[src/logic/slurm16_config.svh]
/* Width macros and link register numbers for the slurm16 backend */
`ifndef SLURM16_CONFIG_SVH
`define SLURM16_CONFIG_SVH

// Data and instruction word
`define SLURM16_BITS 16

`define SLURM16_ADDRESS_BITS 16

// 16 registers, r0 reads zero
`define SLURM16_REGISTER_BITS 4

`define SLURM16_LINK_REGISTER 4'd15	// Branch and link target

`define SLURM16_INTERRUPT_LINK_REGISTER 4'd14	// Interrupt return address

`endif

[src/logic/slurm16_pkg.sv]
/* Instruction classes, field positions and field helpers,
 * the slot descriptor struct and the byte lane rule */
`include "slurm16_config.svh"

package slurm16_pkg;

	localparam int CLASS_BITS = 4;
	localparam int CLASS_LSB = 12;	// Bits 15..12
	localparam int DEST_LSB = 8;	// Bits 11..8
	localparam int SRC_LSB = 4;	// Bits 7..4
	localparam int DEST3_LSB = 0;	// Three register conditional ALU
	localparam int STORE_BIT = 3;	// Store / poke select
	localparam int LINK_BIT = 0;	// Branch with link

	typedef enum logic [CLASS_BITS-1:0] {
		NOP          = 4'd0,
		ALU_SINGLE   = 4'd1,
		ALU_REG      = 4'd2,
		BRANCH       = 4'd3,
		BYTE_LS      = 4'd4,
		BYTE_LOAD_SX = 4'd5,
		WORD_LS      = 4'd6,
		PEEK_POKE    = 4'd7,
		INTERRUPT    = 4'd8,
		COND_MOV     = 4'd9,
		COND_ALU3    = 4'd10
	} instr_class_t;

	// Instruction in pipeline slot 4 with everything retirement needs
	typedef struct packed {
		logic [`SLURM16_BITS-1:0] instruction;
		logic [`SLURM16_BITS-1:0] alu_out;
		logic [`SLURM16_ADDRESS_BITS-1:0] pc;
		logic [`SLURM16_ADDRESS_BITS-1:0] mem_addr;
		logic cond_pass;
		logic is_nop;
		logic irq_return;
	} slot_t;

	function automatic instr_class_t class_of(input logic [`SLURM16_BITS-1:0] ins);
		return instr_class_t'(ins[CLASS_LSB +: CLASS_BITS]);
	endfunction

	function automatic logic [`SLURM16_REGISTER_BITS-1:0] dest_of(
		input logic [`SLURM16_BITS-1:0] ins);
		return ins[DEST_LSB +: `SLURM16_REGISTER_BITS];
	endfunction

	function automatic logic [`SLURM16_REGISTER_BITS-1:0] src_of(
		input logic [`SLURM16_BITS-1:0] ins);
		return ins[SRC_LSB +: `SLURM16_REGISTER_BITS];
	endfunction

	function automatic logic [`SLURM16_REGISTER_BITS-1:0] dest3_of(
		input logic [`SLURM16_BITS-1:0] ins);
		return ins[DEST3_LSB +: `SLURM16_REGISTER_BITS];
	endfunction

	function automatic logic is_store(input logic [`SLURM16_BITS-1:0] ins);
		return ins[STORE_BIT];
	endfunction

	function automatic logic is_link(input logic [`SLURM16_BITS-1:0] ins);
		return ins[LINK_BIT];
	endfunction

	// Even address is the high byte
	function automatic logic [1:0] lane_mask(input logic [`SLURM16_ADDRESS_BITS-1:0] addr);
		return addr[0] ? 2'b01 : 2'b10;
	endfunction

endpackage

[src/logic/slurm16_backend_ifs.sv]
/* load_if between sequencer and load unit,
 * regwrite_if between writeback and register file */
`include "slurm16_config.svh"

interface load_if;
	logic start;	// Held until done
	logic [`SLURM16_ADDRESS_BITS-1:0] addr;
	logic is_port;
	logic done;
	logic [`SLURM16_BITS-1:0] data;

	modport ctrl(output start, output addr, output is_port, input done);
	modport unit(input start, input addr, input is_port, output done, output data);
endinterface

interface regwrite_if;
	logic wr_en;	// One cycle strobe from the sequencer
	logic [`SLURM16_REGISTER_BITS-1:0] wr_sel;
	logic [`SLURM16_BITS-1:0] wr_data;

	modport source(output wr_sel, output wr_data);
	modport sink(input wr_en, input wr_sel, input wr_data);
endinterface

[src/logic/slurm16_stage_control.sv]
/* Retirement sequencer: input four-phase handshake FSM,
 * slot latch, load request and register write strobe */
`include "slurm16_config.svh"

module slurm16_stage_control (
	input  logic clk,
	input  logic reset,
	input  logic in_req,
	output logic in_ack,
	input  slurm16_pkg::slot_t slot_in,
	output slurm16_pkg::slot_t slot,
	output logic wr_en,
	load_if.ctrl load
);

	typedef enum logic [2:0] {
		IDLE,
		LATCH,
		LOAD,
		WRITE,
		ACK,
		RELEASE
	} state_t;

	state_t state;
	slurm16_pkg::instr_class_t cls;
	logic is_read;
	logic needs_read;

	assign cls = slurm16_pkg::class_of(slot.instruction);

	// Loads, sign extending byte loads and peeks go to the bus
	always_comb begin
		case (cls)
			slurm16_pkg::BYTE_LS, slurm16_pkg::WORD_LS, slurm16_pkg::PEEK_POKE: begin
				is_read = !slurm16_pkg::is_store(slot.instruction);
			end
			slurm16_pkg::BYTE_LOAD_SX: begin
				is_read = 1'b1;
			end
			default: begin
				is_read = 1'b0;
			end
		endcase
	end

	// A nop or an interrupt return never uses the loaded word
	assign needs_read = is_read && !slot.is_nop && !slot.irq_return;

	always_ff @(posedge clk) begin
		if (reset) begin
			state <= IDLE;
		end else begin
			case (state)
				IDLE: begin
					if (in_req) begin
						state <= LATCH;
					end
				end
				LATCH: begin
					state <= needs_read ? LOAD : WRITE;
				end
				LOAD: begin
					if (load.done) begin
						state <= WRITE;
					end
				end
				WRITE: begin
					state <= ACK;
				end
				ACK: begin
					if (!in_req) begin	// Source released, drop ack
						state <= RELEASE;
					end
				end
				RELEASE: begin
					state <= IDLE;
				end
				default: begin
					state <= IDLE;
				end
			endcase
		end
	end

	always_ff @(posedge clk) begin
		if (state == IDLE && in_req) begin
			slot <= slot_in;	// Source holds fields while req is high
		end
	end

	assign in_ack = (state == ACK);
	assign wr_en = (state == WRITE);
	assign load.start = (state == LOAD);
	assign load.addr = slot.mem_addr;
	assign load.is_port = (cls == slurm16_pkg::PEEK_POKE);

	a_ack_after_req: assert property (@(posedge clk) disable iff (reset)
		$rose(in_ack) |-> in_req && $past(in_req, 3));

endmodule

[src/logic/slurm16_load_unit.sv]
/* Four-phase read master for the memory and port bus,
 * holds the captured word for writeback */
`include "slurm16_config.svh"

module slurm16_load_unit (
	input  logic clk,
	input  logic reset,
	load_if.unit load,
	output logic mem_req,
	input  logic mem_ack,
	output logic [`SLURM16_ADDRESS_BITS-1:0] mem_addr,
	output logic mem_is_port,
	input  logic [`SLURM16_BITS-1:0] mem_rdata
);

	typedef enum logic [1:0] {
		IDLE,
		REQ,
		ACK_LOW,
		DONE
	} state_t;

	state_t state;
	logic [`SLURM16_BITS-1:0] data_q;

	always_ff @(posedge clk) begin
		if (reset) begin
			state <= IDLE;
		end else begin
			case (state)
				IDLE: begin
					if (load.start) begin
						state <= REQ;
					end
				end
				REQ: begin
					if (mem_ack) begin	// Data valid with ack
						state <= ACK_LOW;
					end
				end
				ACK_LOW: begin
					if (!mem_ack) begin
						state <= DONE;
					end
				end
				DONE: begin
					if (!load.start) begin	// Sequencer closes its own handshake
						state <= IDLE;
					end
				end
				default: begin
					state <= IDLE;
				end
			endcase
		end
	end

	always_ff @(posedge clk) begin
		if (state == IDLE && load.start) begin
			mem_addr <= load.addr;
			mem_is_port <= load.is_port;
		end
		if (state == REQ && mem_ack) begin
			data_q <= mem_rdata;
		end
	end

	assign mem_req = (state == REQ);
	assign load.done = (state == DONE);
	assign load.data = data_q;

	a_addr_stable: assert property (@(posedge clk) disable iff (reset)
		(mem_req && $past(mem_req)) |-> $stable(mem_addr));

endmodule

[src/logic/slurm16_cpu_writeback.sv]
/* Writeback select: destination register and value
 * from ALU result, loaded word, byte lane or pc */
`include "slurm16_config.svh"

module slurm16_cpu_writeback (
	input  slurm16_pkg::slot_t slot,
	input  logic [`SLURM16_BITS-1:0] load_data,
	input  logic [1:0] lane_mask,
	regwrite_if.source wb
);

	logic [7:0] lane;
	logic [`SLURM16_REGISTER_BITS-1:0] dest;

	assign dest = slurm16_pkg::dest_of(slot.instruction);

	always_comb begin
		case (lane_mask)
			2'b10: begin
				lane = load_data[15:8];
			end
			2'b01: begin
				lane = load_data[7:0];
			end
			default: begin
				lane = 8'h00;
			end
		endcase
	end

	always_comb begin
		wb.wr_sel = '0;	// r0 swallows anything written to it
		wb.wr_data = '0;

		if (slot.irq_return) begin
			wb.wr_sel = `SLURM16_INTERRUPT_LINK_REGISTER;
			wb.wr_data = slot.pc;
		end else if (!slot.is_nop) begin
			case (slurm16_pkg::class_of(slot.instruction))
				slurm16_pkg::ALU_SINGLE: begin
					wb.wr_sel = slurm16_pkg::src_of(slot.instruction);
					wb.wr_data = slot.alu_out;
				end
				slurm16_pkg::ALU_REG: begin
					wb.wr_sel = dest;
					wb.wr_data = slot.alu_out;
				end
				slurm16_pkg::BRANCH: begin
					if (slurm16_pkg::is_link(slot.instruction)) begin
						wb.wr_sel = `SLURM16_LINK_REGISTER;
						wb.wr_data = slot.pc + `SLURM16_ADDRESS_BITS'(2);	// Return past branch
					end
				end
				slurm16_pkg::BYTE_LS: begin
					if (!slurm16_pkg::is_store(slot.instruction)) begin
						wb.wr_sel = dest;
						wb.wr_data = {8'h00, lane};
					end
				end
				slurm16_pkg::BYTE_LOAD_SX: begin
					wb.wr_sel = dest;
					wb.wr_data = {{8{lane[7]}}, lane};
				end
				slurm16_pkg::WORD_LS: begin
					if (!slurm16_pkg::is_store(slot.instruction)) begin
						wb.wr_sel = dest;
						wb.wr_data = load_data;
					end
				end
				slurm16_pkg::PEEK_POKE: begin
					if (!slurm16_pkg::is_store(slot.instruction)) begin	// Peek only
						wb.wr_sel = dest;
						wb.wr_data = load_data;
					end
				end
				slurm16_pkg::INTERRUPT: begin
					wb.wr_sel = `SLURM16_INTERRUPT_LINK_REGISTER;
					wb.wr_data = slot.pc;
				end
				slurm16_pkg::COND_MOV: begin
					if (slot.cond_pass) begin
						wb.wr_sel = dest;
						wb.wr_data = slot.alu_out;
					end
				end
				slurm16_pkg::COND_ALU3: begin
					if (slot.cond_pass) begin
						wb.wr_sel = slurm16_pkg::dest3_of(slot.instruction);
						wb.wr_data = slot.alu_out;
					end
				end
				default: begin
				end
			endcase
		end
	end

endmodule

[src/logic/slurm16_register_file.sv]
/* 16 x 16 register file, r0 fixed at zero,
 * one write port and one combinational read port */
`include "slurm16_config.svh"

module slurm16_register_file (
	input  logic clk,
	input  logic reset,
	regwrite_if.sink wb,
	input  logic [`SLURM16_REGISTER_BITS-1:0] rd_sel,
	output logic [`SLURM16_BITS-1:0] rd_data
);

	localparam int NUM_REGS = 1 << `SLURM16_REGISTER_BITS;

	logic [`SLURM16_BITS-1:0] regs [NUM_REGS];

	always_ff @(posedge clk) begin
		if (reset) begin
			for (int i = 0; i < NUM_REGS; i++) begin
				regs[i] <= '0;
			end
		end else if (wb.wr_en && wb.wr_sel != '0) begin	// Writes to r0 dropped
			regs[wb.wr_sel] <= wb.wr_data;
		end
	end

	assign rd_data = regs[rd_sel];

	a_r0_zero: assert property (@(posedge clk) disable iff (reset)
		regs[0] == '0);

endmodule

[src/logic/slurm16_backend.sv]
/* Retirement backend top: sequencer, load unit,
 * writeback select and register file */
`include "slurm16_config.svh"

module slurm16_backend (
	input  logic clk,
	input  logic reset,
	input  logic in_req,
	output logic in_ack,
	input  logic [`SLURM16_BITS-1:0] in_instruction,
	input  logic [`SLURM16_BITS-1:0] in_alu_out,
	input  logic [`SLURM16_ADDRESS_BITS-1:0] in_pc,
	input  logic [`SLURM16_ADDRESS_BITS-1:0] in_mem_addr,
	input  logic in_cond_pass,
	input  logic in_is_nop,
	input  logic in_irq_return,
	output logic mem_req,
	input  logic mem_ack,
	output logic [`SLURM16_ADDRESS_BITS-1:0] mem_addr,
	output logic mem_is_port,
	input  logic [`SLURM16_BITS-1:0] mem_rdata,
	input  logic [`SLURM16_REGISTER_BITS-1:0] rd_sel,
	output logic [`SLURM16_BITS-1:0] rd_data
);

	slurm16_pkg::slot_t slot_in;
	slurm16_pkg::slot_t slot;
	logic wr_en;
	logic [1:0] lane_mask;

	load_if load_bus();
	regwrite_if reg_bus();

	assign slot_in = '{
		instruction: in_instruction,
		alu_out:     in_alu_out,
		pc:          in_pc,
		mem_addr:    in_mem_addr,
		cond_pass:   in_cond_pass,
		is_nop:      in_is_nop,
		irq_return:  in_irq_return
	};

	assign lane_mask = slurm16_pkg::lane_mask(slot.mem_addr);	// From the latched address
	assign reg_bus.wr_en = wr_en;

	slurm16_stage_control u_control (
		.clk(clk),
		.reset(reset),
		.in_req(in_req),
		.in_ack(in_ack),
		.slot_in(slot_in),
		.slot(slot),
		.wr_en(wr_en),
		.load(load_bus.ctrl)
	);

	slurm16_load_unit u_load (
		.clk(clk),
		.reset(reset),
		.load(load_bus.unit),
		.mem_req(mem_req),
		.mem_ack(mem_ack),
		.mem_addr(mem_addr),
		.mem_is_port(mem_is_port),
		.mem_rdata(mem_rdata)
	);

	slurm16_cpu_writeback u_writeback (
		.slot(slot),
		.load_data(load_bus.data),
		.lane_mask(lane_mask),
		.wb(reg_bus.source)
	);

	slurm16_register_file u_regs (
		.clk(clk),
		.reset(reset),
		.wb(reg_bus.sink),
		.rd_sel(rd_sel),
		.rd_data(rd_data)
	);

endmodule

[config.mk]
export PLATFORM = sky130hd
export DESIGN_NAME = slurm16_backend
export DESIGN_NICKNAME = d
export VERILOG_FILES = /design/src/logic/slurm16_pkg.sv /design/src/logic/slurm16_backend_ifs.sv /design/src/logic/slurm16_stage_control.sv /design/src/logic/slurm16_load_unit.sv /design/src/logic/slurm16_cpu_writeback.sv /design/src/logic/slurm16_register_file.sv /design/src/logic/slurm16_backend.sv
export VERILOG_INCLUDE_DIRS = /design/src /design/src/logic
export SDC_FILE = /design/constraint.sdc
export NUM_CORES = 1
export LEC_CHECK = 0
export ABC_CLOCK_PERIOD_IN_PS = 21300
export CAP_MARGIN = 20
export CORE_AREA = 2 2 193 176
export DETAILED_ROUTE_END_ITERATION = 7
export DIE_AREA = 0 0 195 178
export DONT_BUFFER_PORTS = 1
export GPL_TIMING_DRIVEN = 0
export MAX_ROUTING_LAYER = met4
export PLACE_DENSITY = 0.61
export SYNTH_ARGS = -nofsm -noshare
export SYNTH_HDL_FRONTEND = slang
export SYNTH_HIERARCHICAL = 1
export SYNTH_SLANG_ARGS = --single-unit
[constraint.sdc]
create_clock -name clk -period 21.3 [get_ports clk]
set_input_delay 2.13 -clock clk [delete_from_list [all_inputs] [get_ports clk]]
set_output_delay 2.13 -clock clk [all_outputs]
set_load 0.1 [all_outputs]
==> summary.md <==
| Metric | Value |
|---|---|
| Initial drt markers | 737 |
| 1st-pass router iterations | 5 |
| Antenna violations before repair | 1 |
| Area Growth Syn to Fin | 11.8% |
| Hold Path Origin | u_control/load.addr[2]$_DFFE_PP_ |
| Worst-Skew Late Latency | 0.54 ns |
| Crit path launch | rd_sel[1] |
| Final design utilization | 55.0% |
| NumNets Final | 1,200 |
| Worst-path clk slew | 0.06 ns |
| Critical path data arrival time | 4.50 ns |
| Fin. max-slew vios | 0 |
| Tcrit/Tclk final | 31.1% |
| # resized after CTS | 0 |
| Power per cell area | 95.7 nW/um2 |
| Worst VDD drop | 0.0955 mV |
| Setup Crit Path Kind | input pin to output port |
| Cells after Synth | 1,034 |
| Die area | 34,700 um2 |
| Slew HR | 29.9% |
| Worst reg2reg path startpoint | u_control/slot[65]$_DFFE_PP_ |
| Vias in the first global route | 9,022 |
| I/O Buffers | 0 |
| RSZ-0062 raised after global routing | no |
| Share of cells above drive strength 1 | 16.9% |
| Final Hold Fails | 0 |
| Clock Path Buffers | 3 |
| Detailed-placement wirelength estimate | 25,700 um |
| Fin crit period | 6.63 ns |
| RD Place Congestion | 0.892 |
| First-pass GRT wire length | 55,800 um |
| Largest net degree at the start of global routing | 18 |
| Leakage power | 0.00628 uW |
| Crit. End Element | output port |
| Fmax | 151 MHz |
| Die width | 195 um |
| Max-cap violations | 0 |
| Hold Slack | 0.418 ns |
| Avg Cell Area, Syn | 15.5 um2 |
| Worst Hold Class | register to register |
| Routed length per placed instance | 23.6 um |
| Row count | 63 |
| Worst-Margin Slew | 1.05 ns |
| Total grt overflow | 0 |
| Initial core utilization | 49.2% |
| Critical-path maximum fanout | 10 |
| Clk root buf | clkbuf_16 |
| Core area | 32,600 um2 |
| DR vias | 8,875 |
| H-tree Lvls | 2 |
| Post-CTS Hold Buffers | 0 |
| # DRC | 0 |
| Setup TNS | 0 ns |
| Final WS setup | 14.67 ns |
| DRT antenna net count | 0 |
| Die height | 178 um |
| CTS tree | done |
| CTS Buf Count | 39 |
| Post-CTS setup buffer count | 0 |
| Status | finished clean |
| Place WS | 14.64 ns |
| # IOs | 126 |
| Synth Warn # | 6 |
| Worst Clk Skew | 0.0213 ns |
| Routed wire length | 36,700 um |
| Mapped Area | 16,100 um2 |
| Clock sinks | 361 |
| CP startpoint kind | input pin |
| CP required | 19.17 ns |
| Total track usage | 22.5% |
| Final total power | 1720 uW |
| Vias per cell | 5.71 |
| Final setup viols | 0 |
[routing by layer]
layer | share of wire [%] | vias to the layer above | wire length, um | track usage [%]
met4 | 1.4 | 0 | 516 | 5.31
met5 | 0 | - | 0 | -
met2 | 49 | 280 | 17900 | 35.4
met1 | 44 | 4491 | 16100 | 30.9
met3 | 6.0 | 40 | 2190 | 4.16
li1 | - | 4064 | - | -
[cell usage in the layout, fill, tap and decap left out, types with 3 or more instances in the layout]
cell        instances
o31ai_1             3
and4_1              3
edfxtp_1          356
buf_1               5
nand2_1            34
nor4b_1             3
buf_2              21
conb_1             16
o211ai_1            4
buf_6               3
nand4_1             5
nand3_1             5
dfxtp_1             5
nor3_2              4
nor2_1             20
clkinvlp_4          3
a31oi_1             8
a211oi_1            3
nor4_1              3
a21oi_1            21
xnor2_1             7
a22o_1              5
or2_2              16
inv_1              12
nor2_4              3
ha_1                8
o21ai_0             7
buf_4              11
mux4_2             64
a311o_1             3
clkbuf_16          40
nor2b_1             3
clkinv_2            8
clkbuf_1           52
a22oi_1            49
and2_1            244
a221oi_1            9
clkinv_1           12
[layout make-up]
class,instances,area (um2)
Multi-Input combinational cell,599,4950
Antenna cell,1,2.50
Fill cell,2659,14700
Tap cell,422,528
Buffer,77,345
Timing Repair Buffer,11,110
Inverter,12,45.0
Sequential cell,361,10800
Clock buffer,46,1020
Clock inverter,26,163
[worst paths after layout]
check | to | slack (ns) | cells past startpoint
setup / recovery | rd_data[15] | 14.67 | 5
hold / removal | u_load/mem_addr[2]$_DFFE_PP_ | 0.42 | 0
setup reg to reg | u_regs/regs[5][10]$_SDFFCE_PN0P_ | 16.96 | 8
hold reg to reg | u_load/mem_addr[2]$_DFFE_PP_ | 0.42 | 0
[flip-flops by register name, indices dropped and copies added (netlist names)]
register and count:
u_load/load.data 16, u_regs/regs 256, u_control/slot 51, u_control/load.addr 16, u_load/mem_addr 16, u_load/mem_is_port 1, u_control/state 3, u_load/state 2
[power by group]
group | internal (uW) | switching (uW) | leakage (uW)
clock | 357 | 270 | 0.000576
sequential | 836 | 52.4 | 0.00361
combinational | 58.9 | 145 | 0.00209
total | 1250 | 467 | 0.00628
[worst max-delay path: stages]
cell,delay [ns]
buf_2,0.25
clkbuf_1,0.75
mux4_2,0.42
a22oi_1,0.29
nand2_1,0.65
[through the flow]
stage / instances / cell area (um2)
after floorplan: 1049 / 16100
after global placement: 1471 / 16600
after detailed placement: 1482 / 16800
after CTS: 1554 / 18000
after global routing: 1555 / 18000
final: 1555 / 18000
No activity file was read; power rests on OpenSTA's default activity.
